**config.mk**
```make
export PLATFORM = sky130hd
export DESIGN_NAME = csi2_video_rx_top
export DESIGN_NICKNAME = d
export VERILOG_FILES = /design/src/hw/csi2_rx_pkg.sv /design/src/hw/csi2_pkt_parser.sv /design/src/hw/csi2_px_fifo.sv /design/src/hw/csi2_video_out.sv /design/src/hw/csi2_video_rx_top.sv
export SDC_FILE = /design/constraint.sdc
export NUM_CORES = 1
export LEC_CHECK = 0
export CAP_MARGIN = 20
export CORE_ASPECT_RATIO = 1.75
export CORE_UTILIZATION = 30
export DETAILED_ROUTE_END_ITERATION = 10
export DONT_BUFFER_PORTS = 1
export PLACE_DENSITY = 0.52
export SYNTH_ARGS = -nofsm -noshare
export SYNTH_HDL_FRONTEND = slang
export SYNTH_SLANG_ARGS = --single-unit
```
**constraint.sdc**
```tcl
create_clock -name px_clk_i -period 13.3 [get_ports px_clk_i]
set_input_delay 1.995 -clock px_clk_i [delete_from_list [all_inputs] [get_ports px_clk_i]]
set_output_delay 1.995 -clock px_clk_i [all_outputs]
set_load 0.03 [all_outputs]
```
**src/hw/csi2_rx_pkg.sv**
```systemverilog
package csi2_rx_pkg;

  localparam int PX_W   = 16;
  localparam int WORD_W = 32;

  // Entry layout {eol, sof, pix_hi, pix_lo}
  localparam int FIFO_W = WORD_W + 2;

  localparam int CNT_W  = 32;

  // Data type codes
  localparam logic [5:0] DT_FS       = 6'h00;
  localparam logic [5:0] DT_FE       = 6'h01;
  localparam logic [5:0] DT_LONG_MIN = 6'h10;
  localparam logic [5:0] DT_YUV422_8 = 6'h1e;

  // Short packet view, frame start or frame end
  typedef struct packed {
    logic [7:0]  ecc;
    logic [15:0] frame_num;
    logic [1:0]  vc;
    logic [5:0]  dt;
  } csi2_short_hdr_t;

  // Long packet view, word count in bytes
  typedef struct packed {
    logic [7:0]  ecc;
    logic [15:0] word_cnt;
    logic [1:0]  vc;
    logic [5:0]  dt;
  } csi2_long_hdr_t;

  // One header word, two decodings
  typedef union packed {
    csi2_short_hdr_t sp;
    csi2_long_hdr_t  lp;
  } csi2_hdr_u;

endpackage

```
**src/hw/csi2_pkt_parser.sv**
```systemverilog
`timescale 1ns/1ps

module csi2_pkt_parser (
  input                                    px_clk_i,
  input                                    rst_n_i,

  // Merged lane words
  input        [csi2_rx_pkg::WORD_W-1 : 0] word_i,
  input                                    word_valid_i,
  input                                    sot_i,

  input                                    clear_stat_i,

  // Pixel-pair FIFO write side
  input                                    fifo_full_i,
  output logic                             fifo_wr_en_o,
  output logic [csi2_rx_pkg::FIFO_W-1 : 0] fifo_wr_data_o,

  // Statistics
  output logic [csi2_rx_pkg::CNT_W-1 : 0]  hdr_err_cnt_o,
  output logic [csi2_rx_pkg::CNT_W-1 : 0]  trunc_err_cnt_o,
  output logic [csi2_rx_pkg::CNT_W-1 : 0]  overflow_cnt_o,
  output logic [csi2_rx_pkg::CNT_W-1 : 0]  lines_per_frame_o
);

  import csi2_rx_pkg::*;

  csi2_hdr_u           hdr;
  logic                hdr_stb;
  logic                is_long;
  logic                long_ok;

  // Words still owed by the current long packet
  logic [13 : 0]       pay_cnt;
  logic                pay_keep;
  logic                pay_word;
  logic                last_word;

  logic                sof_pend;
  logic [CNT_W-1 : 0]  line_cnt;

  // One-cycle write stage
  logic                st_valid;
  logic [FIFO_W-1 : 0] st_data;

  assign hdr       = word_i;
  assign hdr_stb   = word_valid_i && sot_i;
  assign is_long   = hdr.lp.dt >= DT_LONG_MIN;
  assign long_ok   = (hdr.lp.dt == DT_YUV422_8) &&
                     (hdr.lp.word_cnt != '0) &&
                     (hdr.lp.word_cnt[1 : 0] == 2'b00);
  assign pay_word  = word_valid_i && !sot_i && (pay_cnt != '0);
  assign last_word = pay_cnt == 14'd1;

  always_ff @(posedge px_clk_i or negedge rst_n_i) begin
    if (!rst_n_i) begin
      pay_cnt  <= '0;
      pay_keep <= 1'b0;
      sof_pend <= 1'b0;
      line_cnt <= '0;
    end else if (hdr_stb) begin
      if (is_long) begin
        // Rejected packets are skipped by whole words
        pay_cnt  <= hdr.lp.word_cnt[15 : 2];
        pay_keep <= long_ok;
      end else begin
        pay_cnt  <= '0;
        pay_keep <= 1'b0;
        if (hdr.sp.dt == DT_FS) begin
          sof_pend <= 1'b1;
          line_cnt <= '0;
        end
      end
    end else if (pay_word) begin
      pay_cnt <= pay_cnt - 1'b1;
      if (pay_keep) begin
        sof_pend <= 1'b0;
        if (last_word)
          line_cnt <= line_cnt + 1'b1;
      end
    end
  end

  always_ff @(posedge px_clk_i or negedge rst_n_i) begin
    if (!rst_n_i)
      st_valid <= 1'b0;
    else
      st_valid <= pay_word && pay_keep;
  end

  always_ff @(posedge px_clk_i) begin
    if (pay_word)
      st_data <= {last_word, sof_pend, word_i};
  end

  // The PHY has no back-pressure so a full FIFO drops the word
  assign fifo_wr_en_o   = st_valid && !fifo_full_i;
  assign fifo_wr_data_o = st_data;

  always_ff @(posedge px_clk_i or negedge rst_n_i) begin
    if (!rst_n_i) begin
      hdr_err_cnt_o     <= '0;
      trunc_err_cnt_o   <= '0;
      overflow_cnt_o    <= '0;
      lines_per_frame_o <= '0;
    end else if (clear_stat_i) begin
      hdr_err_cnt_o     <= '0;
      trunc_err_cnt_o   <= '0;
      overflow_cnt_o    <= '0;
      lines_per_frame_o <= '0;
    end else begin
      if (hdr_stb) begin
        if (pay_keep && (pay_cnt != '0))
          trunc_err_cnt_o <= trunc_err_cnt_o + 1'b1;
        if (is_long && !long_ok)
          hdr_err_cnt_o <= hdr_err_cnt_o + 1'b1;
        if (!is_long && (hdr.sp.dt == DT_FE))
          lines_per_frame_o <= line_cnt;
      end
      if (st_valid && fifo_full_i)
        overflow_cnt_o <= overflow_cnt_o + 1'b1;
    end
  end

  // Full can only rise right after a write
  a_full_after_write : assert property (
    @(posedge px_clk_i) disable iff (!rst_n_i)
      $rose(fifo_full_i) |-> $past(fifo_wr_en_o)
  );

endmodule

```
**src/hw/csi2_px_fifo.sv**
```systemverilog
`timescale 1ns/1ps

module csi2_px_fifo #(
  parameter int DEPTH = 16
)(
  input                                    px_clk_i,
  input                                    rst_n_i,

  input                                    wr_en_i,
  input        [csi2_rx_pkg::FIFO_W-1 : 0] wr_data_i,

  input                                    rd_en_i,
  output logic [csi2_rx_pkg::FIFO_W-1 : 0] rd_data_o,

  output logic                             full_o,
  output logic                             empty_o
);

  import csi2_rx_pkg::*;

  localparam int AW = $clog2(DEPTH);

  logic [FIFO_W-1 : 0] mem [DEPTH];

  // Extra MSB tells full from empty
  logic [AW : 0]       wr_ptr;
  logic [AW : 0]       rd_ptr;
  logic [AW : 0]       wr_ptr_d;

  always_ff @(posedge px_clk_i or negedge rst_n_i) begin
    if (!rst_n_i) begin
      wr_ptr   <= '0;
      rd_ptr   <= '0;
      wr_ptr_d <= '0;
    end else begin
      if (wr_en_i)
        wr_ptr <= wr_ptr + 1'b1;
      if (rd_en_i)
        rd_ptr <= rd_ptr + 1'b1;
      wr_ptr_d <= wr_ptr;
    end
  end

  always_ff @(posedge px_clk_i) begin
    if (wr_en_i)
      mem[wr_ptr[AW-1 : 0]] <= wr_data_i;
  end

  always_ff @(posedge px_clk_i) begin
    if (rd_en_i)
      rd_data_o <= mem[rd_ptr[AW-1 : 0]];
  end

  assign full_o  = (wr_ptr[AW] != rd_ptr[AW]) &&
                   (wr_ptr[AW-1 : 0] == rd_ptr[AW-1 : 0]);

  // New entries show up one cycle after the write
  assign empty_o = rd_ptr == wr_ptr_d;

  a_no_overflow : assert property (
    @(posedge px_clk_i) disable iff (!rst_n_i)
      wr_en_i |-> !full_o
  );

  a_no_underflow : assert property (
    @(posedge px_clk_i) disable iff (!rst_n_i)
      rd_en_i |-> !empty_o
  );

endmodule

```
**src/hw/csi2_video_out.sv**
```systemverilog
`timescale 1ns/1ps

module csi2_video_out (
  input                                    px_clk_i,
  input                                    rst_n_i,

  input                                    clear_stat_i,

  // FIFO read side
  input        [csi2_rx_pkg::FIFO_W-1 : 0] rd_data_i,
  input                                    empty_i,
  output logic                             rd_en_o,

  // AXI4-Stream video
  input                                    video_tready_i,
  output logic [csi2_rx_pkg::PX_W-1 : 0]   video_tdata_o,
  output logic                             video_tvalid_o,
  output logic                             video_tuser_o,
  output logic                             video_tlast_o,

  // Line length statistics
  output logic [csi2_rx_pkg::CNT_W-1 : 0]  max_px_per_ln_o,
  output logic [csi2_rx_pkg::CNT_W-1 : 0]  min_px_per_ln_o
);

  import csi2_rx_pkg::*;

  logic                fire;
  logic                load;

  // Entry read from the FIFO, not yet in the holding register
  logic                pend;

  logic                hold_valid;
  logic                beat_sel;
  logic [WORD_W-1 : 0] hold_pair;
  logic                hold_sof;
  logic                hold_eol;

  logic [CNT_W-1 : 0]  px_cnt;
  logic [CNT_W-1 : 0]  line_len;

  assign fire = hold_valid && video_tready_i;
  assign load = pend && (!hold_valid || (beat_sel && video_tready_i));

  // Prefetch on the first beat keeps entries back to back
  assign rd_en_o = !empty_i && !pend && (!hold_valid || fire);

  always_ff @(posedge px_clk_i or negedge rst_n_i) begin
    if (!rst_n_i) begin
      pend       <= 1'b0;
      hold_valid <= 1'b0;
      beat_sel   <= 1'b0;
    end else begin
      if (rd_en_o)
        pend <= 1'b1;
      else if (load)
        pend <= 1'b0;

      if (load) begin
        hold_valid <= 1'b1;
        beat_sel   <= 1'b0;
      end else if (fire) begin
        if (beat_sel)
          hold_valid <= 1'b0;
        beat_sel <= !beat_sel;
      end
    end
  end

  always_ff @(posedge px_clk_i) begin
    if (load)
      {hold_eol, hold_sof, hold_pair} <= rd_data_i;
  end

  // Low pixel goes out first
  assign video_tdata_o  = beat_sel ? hold_pair[WORD_W-1 : PX_W] : hold_pair[PX_W-1 : 0];
  assign video_tvalid_o = hold_valid;
  assign video_tuser_o  = hold_valid && hold_sof && !beat_sel;
  assign video_tlast_o  = hold_valid && hold_eol && beat_sel;

  assign line_len = px_cnt + 1'b1;

  always_ff @(posedge px_clk_i or negedge rst_n_i) begin
    if (!rst_n_i) begin
      px_cnt          <= '0;
      max_px_per_ln_o <= '0;
      min_px_per_ln_o <= '1;
    end else begin
      if (fire) begin
        if (video_tlast_o)
          px_cnt <= '0;
        else if (video_tuser_o)
          px_cnt <= CNT_W'(1);
        else
          px_cnt <= line_len;
      end

      if (clear_stat_i) begin
        max_px_per_ln_o <= '0;
        min_px_per_ln_o <= '1;
      end else if (fire && video_tlast_o) begin
        if (line_len > max_px_per_ln_o)
          max_px_per_ln_o <= line_len;
        if (line_len < min_px_per_ln_o)
          min_px_per_ln_o <= line_len;
      end
    end
  end

  // Stalled beat must not change under the sink
  a_hold_on_stall : assert property (
    @(posedge px_clk_i) disable iff (!rst_n_i)
      (video_tvalid_o && !video_tready_i) |=>
        (video_tvalid_o && $stable(video_tdata_o) &&
         $stable(video_tuser_o) && $stable(video_tlast_o))
  );

endmodule

```
**src/hw/csi2_video_rx_top.sv**
```systemverilog
`timescale 1ns/1ps

module csi2_video_rx_top #(
  parameter int FIFO_DEPTH = 16
)(
  // Pixel clock domain
  input                                    px_clk_i,
  input                                    rst_n_i,

  // Merged two-lane words
  input        [csi2_rx_pkg::WORD_W-1 : 0] word_i,
  input                                    word_valid_i,
  input                                    sot_i,

  input                                    clear_stat_i,

  // Output AXI4-Stream video
  input                                    video_tready_i,
  output       [csi2_rx_pkg::PX_W-1 : 0]   video_tdata_o,
  output                                   video_tvalid_o,
  output                                   video_tuser_o,
  output                                   video_tlast_o,

  // Statistics
  output       [csi2_rx_pkg::CNT_W-1 : 0]  hdr_err_cnt_o,
  output       [csi2_rx_pkg::CNT_W-1 : 0]  trunc_err_cnt_o,
  output       [csi2_rx_pkg::CNT_W-1 : 0]  overflow_cnt_o,
  output       [csi2_rx_pkg::CNT_W-1 : 0]  lines_per_frame_o,
  output       [csi2_rx_pkg::CNT_W-1 : 0]  max_px_per_ln_o,
  output       [csi2_rx_pkg::CNT_W-1 : 0]  min_px_per_ln_o
);

  import csi2_rx_pkg::*;

  logic                fifo_wr_en;
  logic [FIFO_W-1 : 0] fifo_wr_data;
  logic                fifo_full;
  logic                fifo_rd_en;
  logic [FIFO_W-1 : 0] fifo_rd_data;
  logic                fifo_empty;

  csi2_pkt_parser csi2_pkt_parser (
    .px_clk_i          ( px_clk_i          ),
    .rst_n_i           ( rst_n_i           ),
    .word_i            ( word_i            ),
    .word_valid_i      ( word_valid_i      ),
    .sot_i             ( sot_i             ),
    .clear_stat_i      ( clear_stat_i      ),
    .fifo_full_i       ( fifo_full         ),
    .fifo_wr_en_o      ( fifo_wr_en        ),
    .fifo_wr_data_o    ( fifo_wr_data      ),
    .hdr_err_cnt_o     ( hdr_err_cnt_o     ),
    .trunc_err_cnt_o   ( trunc_err_cnt_o   ),
    .overflow_cnt_o    ( overflow_cnt_o    ),
    .lines_per_frame_o ( lines_per_frame_o )
  );

  csi2_px_fifo #(
    .DEPTH     ( FIFO_DEPTH   )
  ) csi2_px_fifo (
    .px_clk_i  ( px_clk_i     ),
    .rst_n_i   ( rst_n_i      ),
    .wr_en_i   ( fifo_wr_en   ),
    .wr_data_i ( fifo_wr_data ),
    .rd_en_i   ( fifo_rd_en   ),
    .rd_data_o ( fifo_rd_data ),
    .full_o    ( fifo_full    ),
    .empty_o   ( fifo_empty   )
  );

  csi2_video_out csi2_video_out (
    .px_clk_i        ( px_clk_i        ),
    .rst_n_i         ( rst_n_i         ),
    .clear_stat_i    ( clear_stat_i    ),
    .rd_data_i       ( fifo_rd_data    ),
    .empty_i         ( fifo_empty      ),
    .rd_en_o         ( fifo_rd_en      ),
    .video_tready_i  ( video_tready_i  ),
    .video_tdata_o   ( video_tdata_o   ),
    .video_tvalid_o  ( video_tvalid_o  ),
    .video_tuser_o   ( video_tuser_o   ),
    .video_tlast_o   ( video_tlast_o   ),
    .max_px_per_ln_o ( max_px_per_ln_o ),
    .min_px_per_ln_o ( min_px_per_ln_o )
  );

endmodule

```
==> metrics.txt, run 1 <==
clock buffer depth 3; Starting Density between 30% and 40%; outcome complete, no violations; layout cells sized above 1 17.2%; relative slew slack 33.2%; Root Buffer clkbuf_16; routed via count 22,551; met3 wire length 5.40 mm; Post-DP HPWL 66.5 mm; GRT Residual Overflow 0; routability cong. 0.841; final wirelength 108 mm; area leader, netlist edfxtp_1; fin crit share 41.7%; final setup vio count 0; Fmax 180 MHz; largest net degree at the start of global routing 292; Min Clock Period, post-route ~5.5 ns; top routing layer used met5; post-synthesis sequential area ratio 67.3%; total track usage 16.1%; Synth Register Bits ~940; type of the most critical hold path flop to flop; Static Leak approximately 16 nW; Post-CTS Setup Bufs 0; min setup slack post-route 7.75 ns; Post-Route Setup TNS 0 ns; P per Cell Area 183 nW/µm²; ys flop type edfxtp_1; met2 wire len a little under 60 mm; I/O pin total 249; CP Launch Type flop; library cells used by synthesis between 70 and 80; # port buffers 0; RSZ-0062 raised after global routing false; initial antenna violation count 4; Ys Warns 0; Synth top area share between 40% and 50%; Resized Gates After CTS 0; fillers 12,589; DRT Pass-1 Iters 5; top post-synthesis cells by area edfxtp_1 (49%), dfrtp_1 (16%), mux4_2 (9.6%); CP required 13.92 ns; Clock Skew approximately 0.033 ns; synth cell count leaders edfxtp_1 (646), dfrtp_1 (259), nand2_1 (172); syn nets 2,732; synthesized cell area 39,700 µm²; CTS tree yes; Crit Path Class flop to flop; FP Rows 176; CTS H-tree lvls 3; peak supply drop 0.129 mV; Syn Area/Cell roughly 15 µm²; Fin. Hold Viols 0; clock sink count 937; vias per cell 5.13; nets 2,735; share of synthesized flip-flops with an asynchronous set or reset 31.1%; Slew Limit Fails 0; DRC viols 0; core area 131,000 µm²; critical path endpoint category flop; Worst Path Max Fanout 20; chip width 277 µm; max cap viols 0; Routed wire per std cell 24.6 µm; antenna viol nets, final 0; DR iter-0 viols 1,372; vias in the first global route roughly 23,000; CP arrival 6.17 ns; die area between 100,000 and 150,000 µm²; first-pass GRT wire length 160 mm; Metal-1 WL 41.2 mm; Chip Height 483 µm; EDFF count, synth around 650; clock transition at the registers of the reported paths 0.07 ns; CTS buffer count 91; clk_lat worst skew around 0.70 ns; CTS Hold Bufs 0; area grow syn2layout 12.9%; Place WS 7.81 ns; post-synthesis cell count 2,619; Worst-Margin Slew between 0.9 and 1 ns; most common cell in the synthesized netlist edfxtp_1
-- flip-flops by register name (all words and copies together), names as in the netlist, 14 cells and up --
| name | count |
|---|---|
| csi2_px_fifo.mem | 544 |
| csi2_video_out.px_cnt | 32 |
| csi2_pkt_parser.fifo_wr_data_o | 34 |
| csi2_pkt_parser.hdr_err_cnt_o | 32 |
| csi2_pkt_parser.trunc_err_cnt_o | 32 |
| csi2_video_out.hold_pair | 32 |
| csi2_pkt_parser.lines_per_frame_o | 32 |
| csi2_pkt_parser.overflow_cnt_o | 32 |
| csi2_px_fifo.rd_data_o | 34 |
| csi2_video_out.min_px_per_ln_o | 32 |
| csi2_pkt_parser.pay_cnt | 14 |
| csi2_pkt_parser.line_cnt | 32 |
| csi2_video_out.max_px_per_ln_o | 32 |
-- routing by layer --
layer / up-vias / track usage [%]
met5: - / 0
met1: 11799 / 18.0
met4: 4 / 5.83
li1: 10108 / -
met3: 148 / 3.17
met2: 492 / 29.8
-- worst paths after layout --
path	cells past startpoint	start	slack, ns	to
hold / removal	0	csi2_px_fifo.rd_data_o[19]$_DFFE_PP_	0.41	csi2_video_out.hold_pair[19]$_DFFE_PP_
min in group asynchronous	0	rst_n_i	1.02	csi2_pkt_parser.overflow_cnt_o[10]$_DFFE_PN0P_
setup / recovery	12	csi2_video_out.px_cnt[0]$_DFFE_PN0P_	7.75	csi2_video_out.min_px_per_ln_o[1]$_DFFE_PN1P_
max in group asynchronous	0	rst_n_i	11.63	csi2_pkt_parser.pay_cnt[9]$_DFFE_PN0N_
hold reg to reg	0	csi2_px_fifo.rd_data_o[19]$_DFFE_PP_	0.41	csi2_video_out.hold_pair[19]$_DFFE_PP_
setup reg to reg	12	csi2_video_out.px_cnt[0]$_DFFE_PN0P_	7.75	csi2_video_out.min_px_per_ln_o[1]$_DFFE_PN1P_
-- logic make-up after synthesis --
group	after synthesis	share of synthesized area (%)
mux	194	10.3
xor+xnor	112	2.51
compound gates	429	6.54
flops	937	67.3
buf+inv	246	2.48
fa+ha+maj	75	2.36
simple gates	626	8.47
-- cell usage in the layout, fill, tap and decap left out, drive strengths merged, types with 16 or more instances in the layout --
master  instances
a211oi         32
a21oi         167
a31oi          19
and2           19
and3           22
and4           32
buf            46
clkbuf        112
clkinv         41
dfrtp         259
dfstp          32
edfxtp        646
ha             75
inv           113
mux2           21
mux4          170
nand2         172
nand3          54
nand4          60
nor2          107
nor3           37
nor4           30
o211ai         16
o21ai         106
o31ai          19
or3            44
or4            16
xnor2          55
xor2           57
-- critical path, cell delays in order, from the launching register on --
cell and delay [ns]:
dfrtp_1 0.70, ha_1 0.37, nand2_1 0.16, nor4_4 0.65
nand3_1 0.22, xnor2_1 0.56, ha_1 0.35, nand2_1 0.15
o21ai_0 0.14, a21oi_1 0.34, o211a_1 0.70, nand2_1 0.67
a211o_1 0.45
-- area by class of cell --
cell class | instances | area [µm²] | share of cell area, %
Antenna cell | 1 | 2.50 | 0.00558
Clock buffer | 111 | 2420 | 5.41
Clock inverter | 61 | 619 | 1.38
Inverter | 109 | 409 | 0.913
Multi-Input combinational cell | 1436 | 12200 | 27.1
Sequential cell | 937 | 26700 | 59.6
Tap cell | 1691 | 2120 | 4.72
Timing Repair Buffer | 47 | 370 | 0.826
-- where the power goes --
| group | leakage [nW] | internal (mW) | switching, mW |
|---|---|---|---|
| combinational | 4.72 | 0.787 | 0.979 |
| sequential | 9.73 | 3.40 | 0.372 |
| clock | 1.49 | 1.50 | 1.16 |
-- through the flow --
step	hold WS (ns)	util (%)	std cells	power (mW)	instance area, µm²
2_1_floorplan	0.352	-	2619	5.06	39700
3_3_place_gp	0.404	31.8	4218	5.65	41800
3_5_place_dp	0.405	31.8	4219	5.66	41800
4_1_cts	0.419	34.2	4391	8.34	44800
5_1_grt	0.422	34.2	4393	8.56	44800
6_report	0.410	34.2	4393	8.21	44800
(Power assumes the default switching activity.)
==> run 2, diff against run 1 <==
==> constraint.sdc (replaced) <==
create_clock -name px_clk_i -period 5.4 [get_ports px_clk_i]
set_input_delay 0.81 -clock px_clk_i [delete_from_list [all_inputs] [get_ports px_clk_i]]
set_output_delay 0.81 -clock px_clk_i [all_outputs]
set_load 0.03 [all_outputs]
==> metrics.txt, run 2 (synthesized netlist as in run 1, its figures left out) <==
max reg flops approximately 540; type of the most critical hold path input pin to asynchronous set/reset pin; crit path from csi2_video_out.px_cnt[0]$_DFFE_PN0P_; Worst Path Max Fanout 22; final non-filler cell total 4,395; GRT Residual Overflow 0; Crit Path Class flop to flop; routability cong. 0.857; RSZ-0062 raised after global routing false; die area 134,000 µm²; peak supply drop 0.240 mV; Min Clock Period, post-route 4.64 ns; fin crit share 85.8%; Sw Pwr 6.14 mW; relative slew slack 27.1%; Reg2Reg Setup Slack 0.76 ns; Clock power frac 31.9%; Worst-Margin Slew about 1.1 ns; Fin. Hold Viols 174; clock sink count between 900 and 1,000; nets 2,741; failing checks hold timing; max cap viols 0; CP Launch Type flop; final wirelength around 110 mm; combinational fraction of design power 21.7%; I/O pin total 249; antenna viol nets, final 0; vias per cell 5.13; CP required 5.97 ns; final setup vio count 0; DRC viols 0; Clock Skew 0.0266 ns; clock buffer depth 3; Post-Route Setup TNS 0 ns; Net Sw Frac a little under a third; # port buffers 0; DRT Pass-1 Iters 5; CTS buffer count 87; total track usage 16.0%; Resized Gates After CTS 0; Routed wire per std cell 24.4 µm; layout cells sized above 1 17.2%; Starting Density 30.2%; CTS H-tree lvls 3; clk_lat worst skew around 0.7 ns; worst r2r src csi2_video_out.px_cnt[0]$_DFFE_PN0P_; Post-DP HPWL 66.4 mm; commonest non-fill, non-tap cells in the layout edfxtp_1 (646), dfrtp_1 (255), nand2_1 (172), mux4_2 (170), a21oi_1 (167); min setup slack post-route around 0.76 ns; Slew Limit Fails 0; Worst Reg-to-Reg Cells 16; vias in the first global route between 20,000 and 25,000; area grow syn2layout 13.0%; critical path endpoint category flop; sequential power share between 40% and 50%; P per Cell Area 446 nW/µm²; Fmax 216 MHz; commonest non-fill, non-tap cell in the layout edfxtp_1; initial antenna violation count 3; Worst R2R End csi2_video_out.max_px_per_ln_o[14]$_DFFE_PN0P_; CP arrival 5.21 ns; Pwr Total approximately 20 mW; largest net degree at the start of global routing 292; Place WS ~0.77 ns; DR iter-0 viols 1,324; clock transition at the registers of the reported paths about 0.06 ns; Static Leak 15.9 nW; internal power about 14 mW; Chip Height 483 µm; FP Rows 176; CTS tree yes; Root Buffer clkbuf_16; hold_ws -0.151 ns; routed via count 22,532; first-pass GRT wire length between 150 and 200 mm; chip width 277 µm; outcome finished with violations; core area 131,000 µm²; placed cells 4,229
## run 2: per-layer routing
metal,track usage (%),wire length [µm],vias to the layer above
li1,-,-,10125
met1,17.8,40300,11744
met2,29.5,57800,487
met3,3.40,5460,172
met4,6.27,3740,4
met5,0,26,-
## run 2: layout make-up
type | instances | area (µm²)
Antenna cell | 1 | 2.50
Clock inverter | 55 | 617
Clock buffer | 109 | 2290
Sequential cell | 937 | 26700
Inverter | 109 | 409
Multi-Input combinational cell | 1436 | 12100
Timing Repair Buffer | 57 | 548
Fill cell | 12603 | 86400
Tap cell | 1691 | 2120
## run 2: timing repair
action / in CTS / in global routing
buffers inserted: 0 / 0
endpoints found under the setup margin: 0 / 0
hold endpoints to repair: 291 / 259
## run 2: critical path: stages (launching register included)
cell and delay (ns):
dfrtp_1 0.32, buf_4 0.19, ha_1 0.28, nand2_1 0.17, nor4_4 0.60, nand4_1 0.28
xnor2_1 0.30, inv_1 0.11, ha_1 0.31, nand4_1 0.16, nor4_1 0.40, nor3b_1 0.40
o31ai_4 0.13, buf_4 0.24, and2_1 0.19, buf_4 0.20, a211oi_1 0.25
## run 2: through the flow
step | instance area, µm² | utilization (%)
floorplan | 39700 | -
global placement | 41900 | 31.9
detailed placement | 41900 | 31.9
CTS | 44800 | 34.2
global route | 44900 | 34.2
finish | 44900 | 34.2
## run 2: power by group through the flow
stage	clock, mW	combinational (mW)	sequential, mW
floorplan	0	3.39	9.08
global placement	0	4.46	9.43
detailed placement	0	4.46	9.44
CTS	6.57	4.47	9.29
global route	6.79	4.68	9.34
finish	6.38	4.34	9.27
## run 2: worst max-delay path by stage
stage,slack [ns],to
CTS,0.71,csi2_video_out.max_px_per_ln_o[14]$_DFFE_PN0P_
global placement,0.88,csi2_video_out.max_px_per_ln_o[3]$_DFFE_PN0P_
global route,0.35,csi2_video_out.max_px_per_ln_o[7]$_DFFE_PN0P_
detailed placement,0.77,csi2_video_out.max_px_per_ln_o[7]$_DFFE_PN0P_
floorplan,0.21,csi2_px_fifo.mem[0][0]$_DFFE_PP_
finish,0.76,csi2_video_out.max_px_per_ln_o[14]$_DFFE_PN0P_
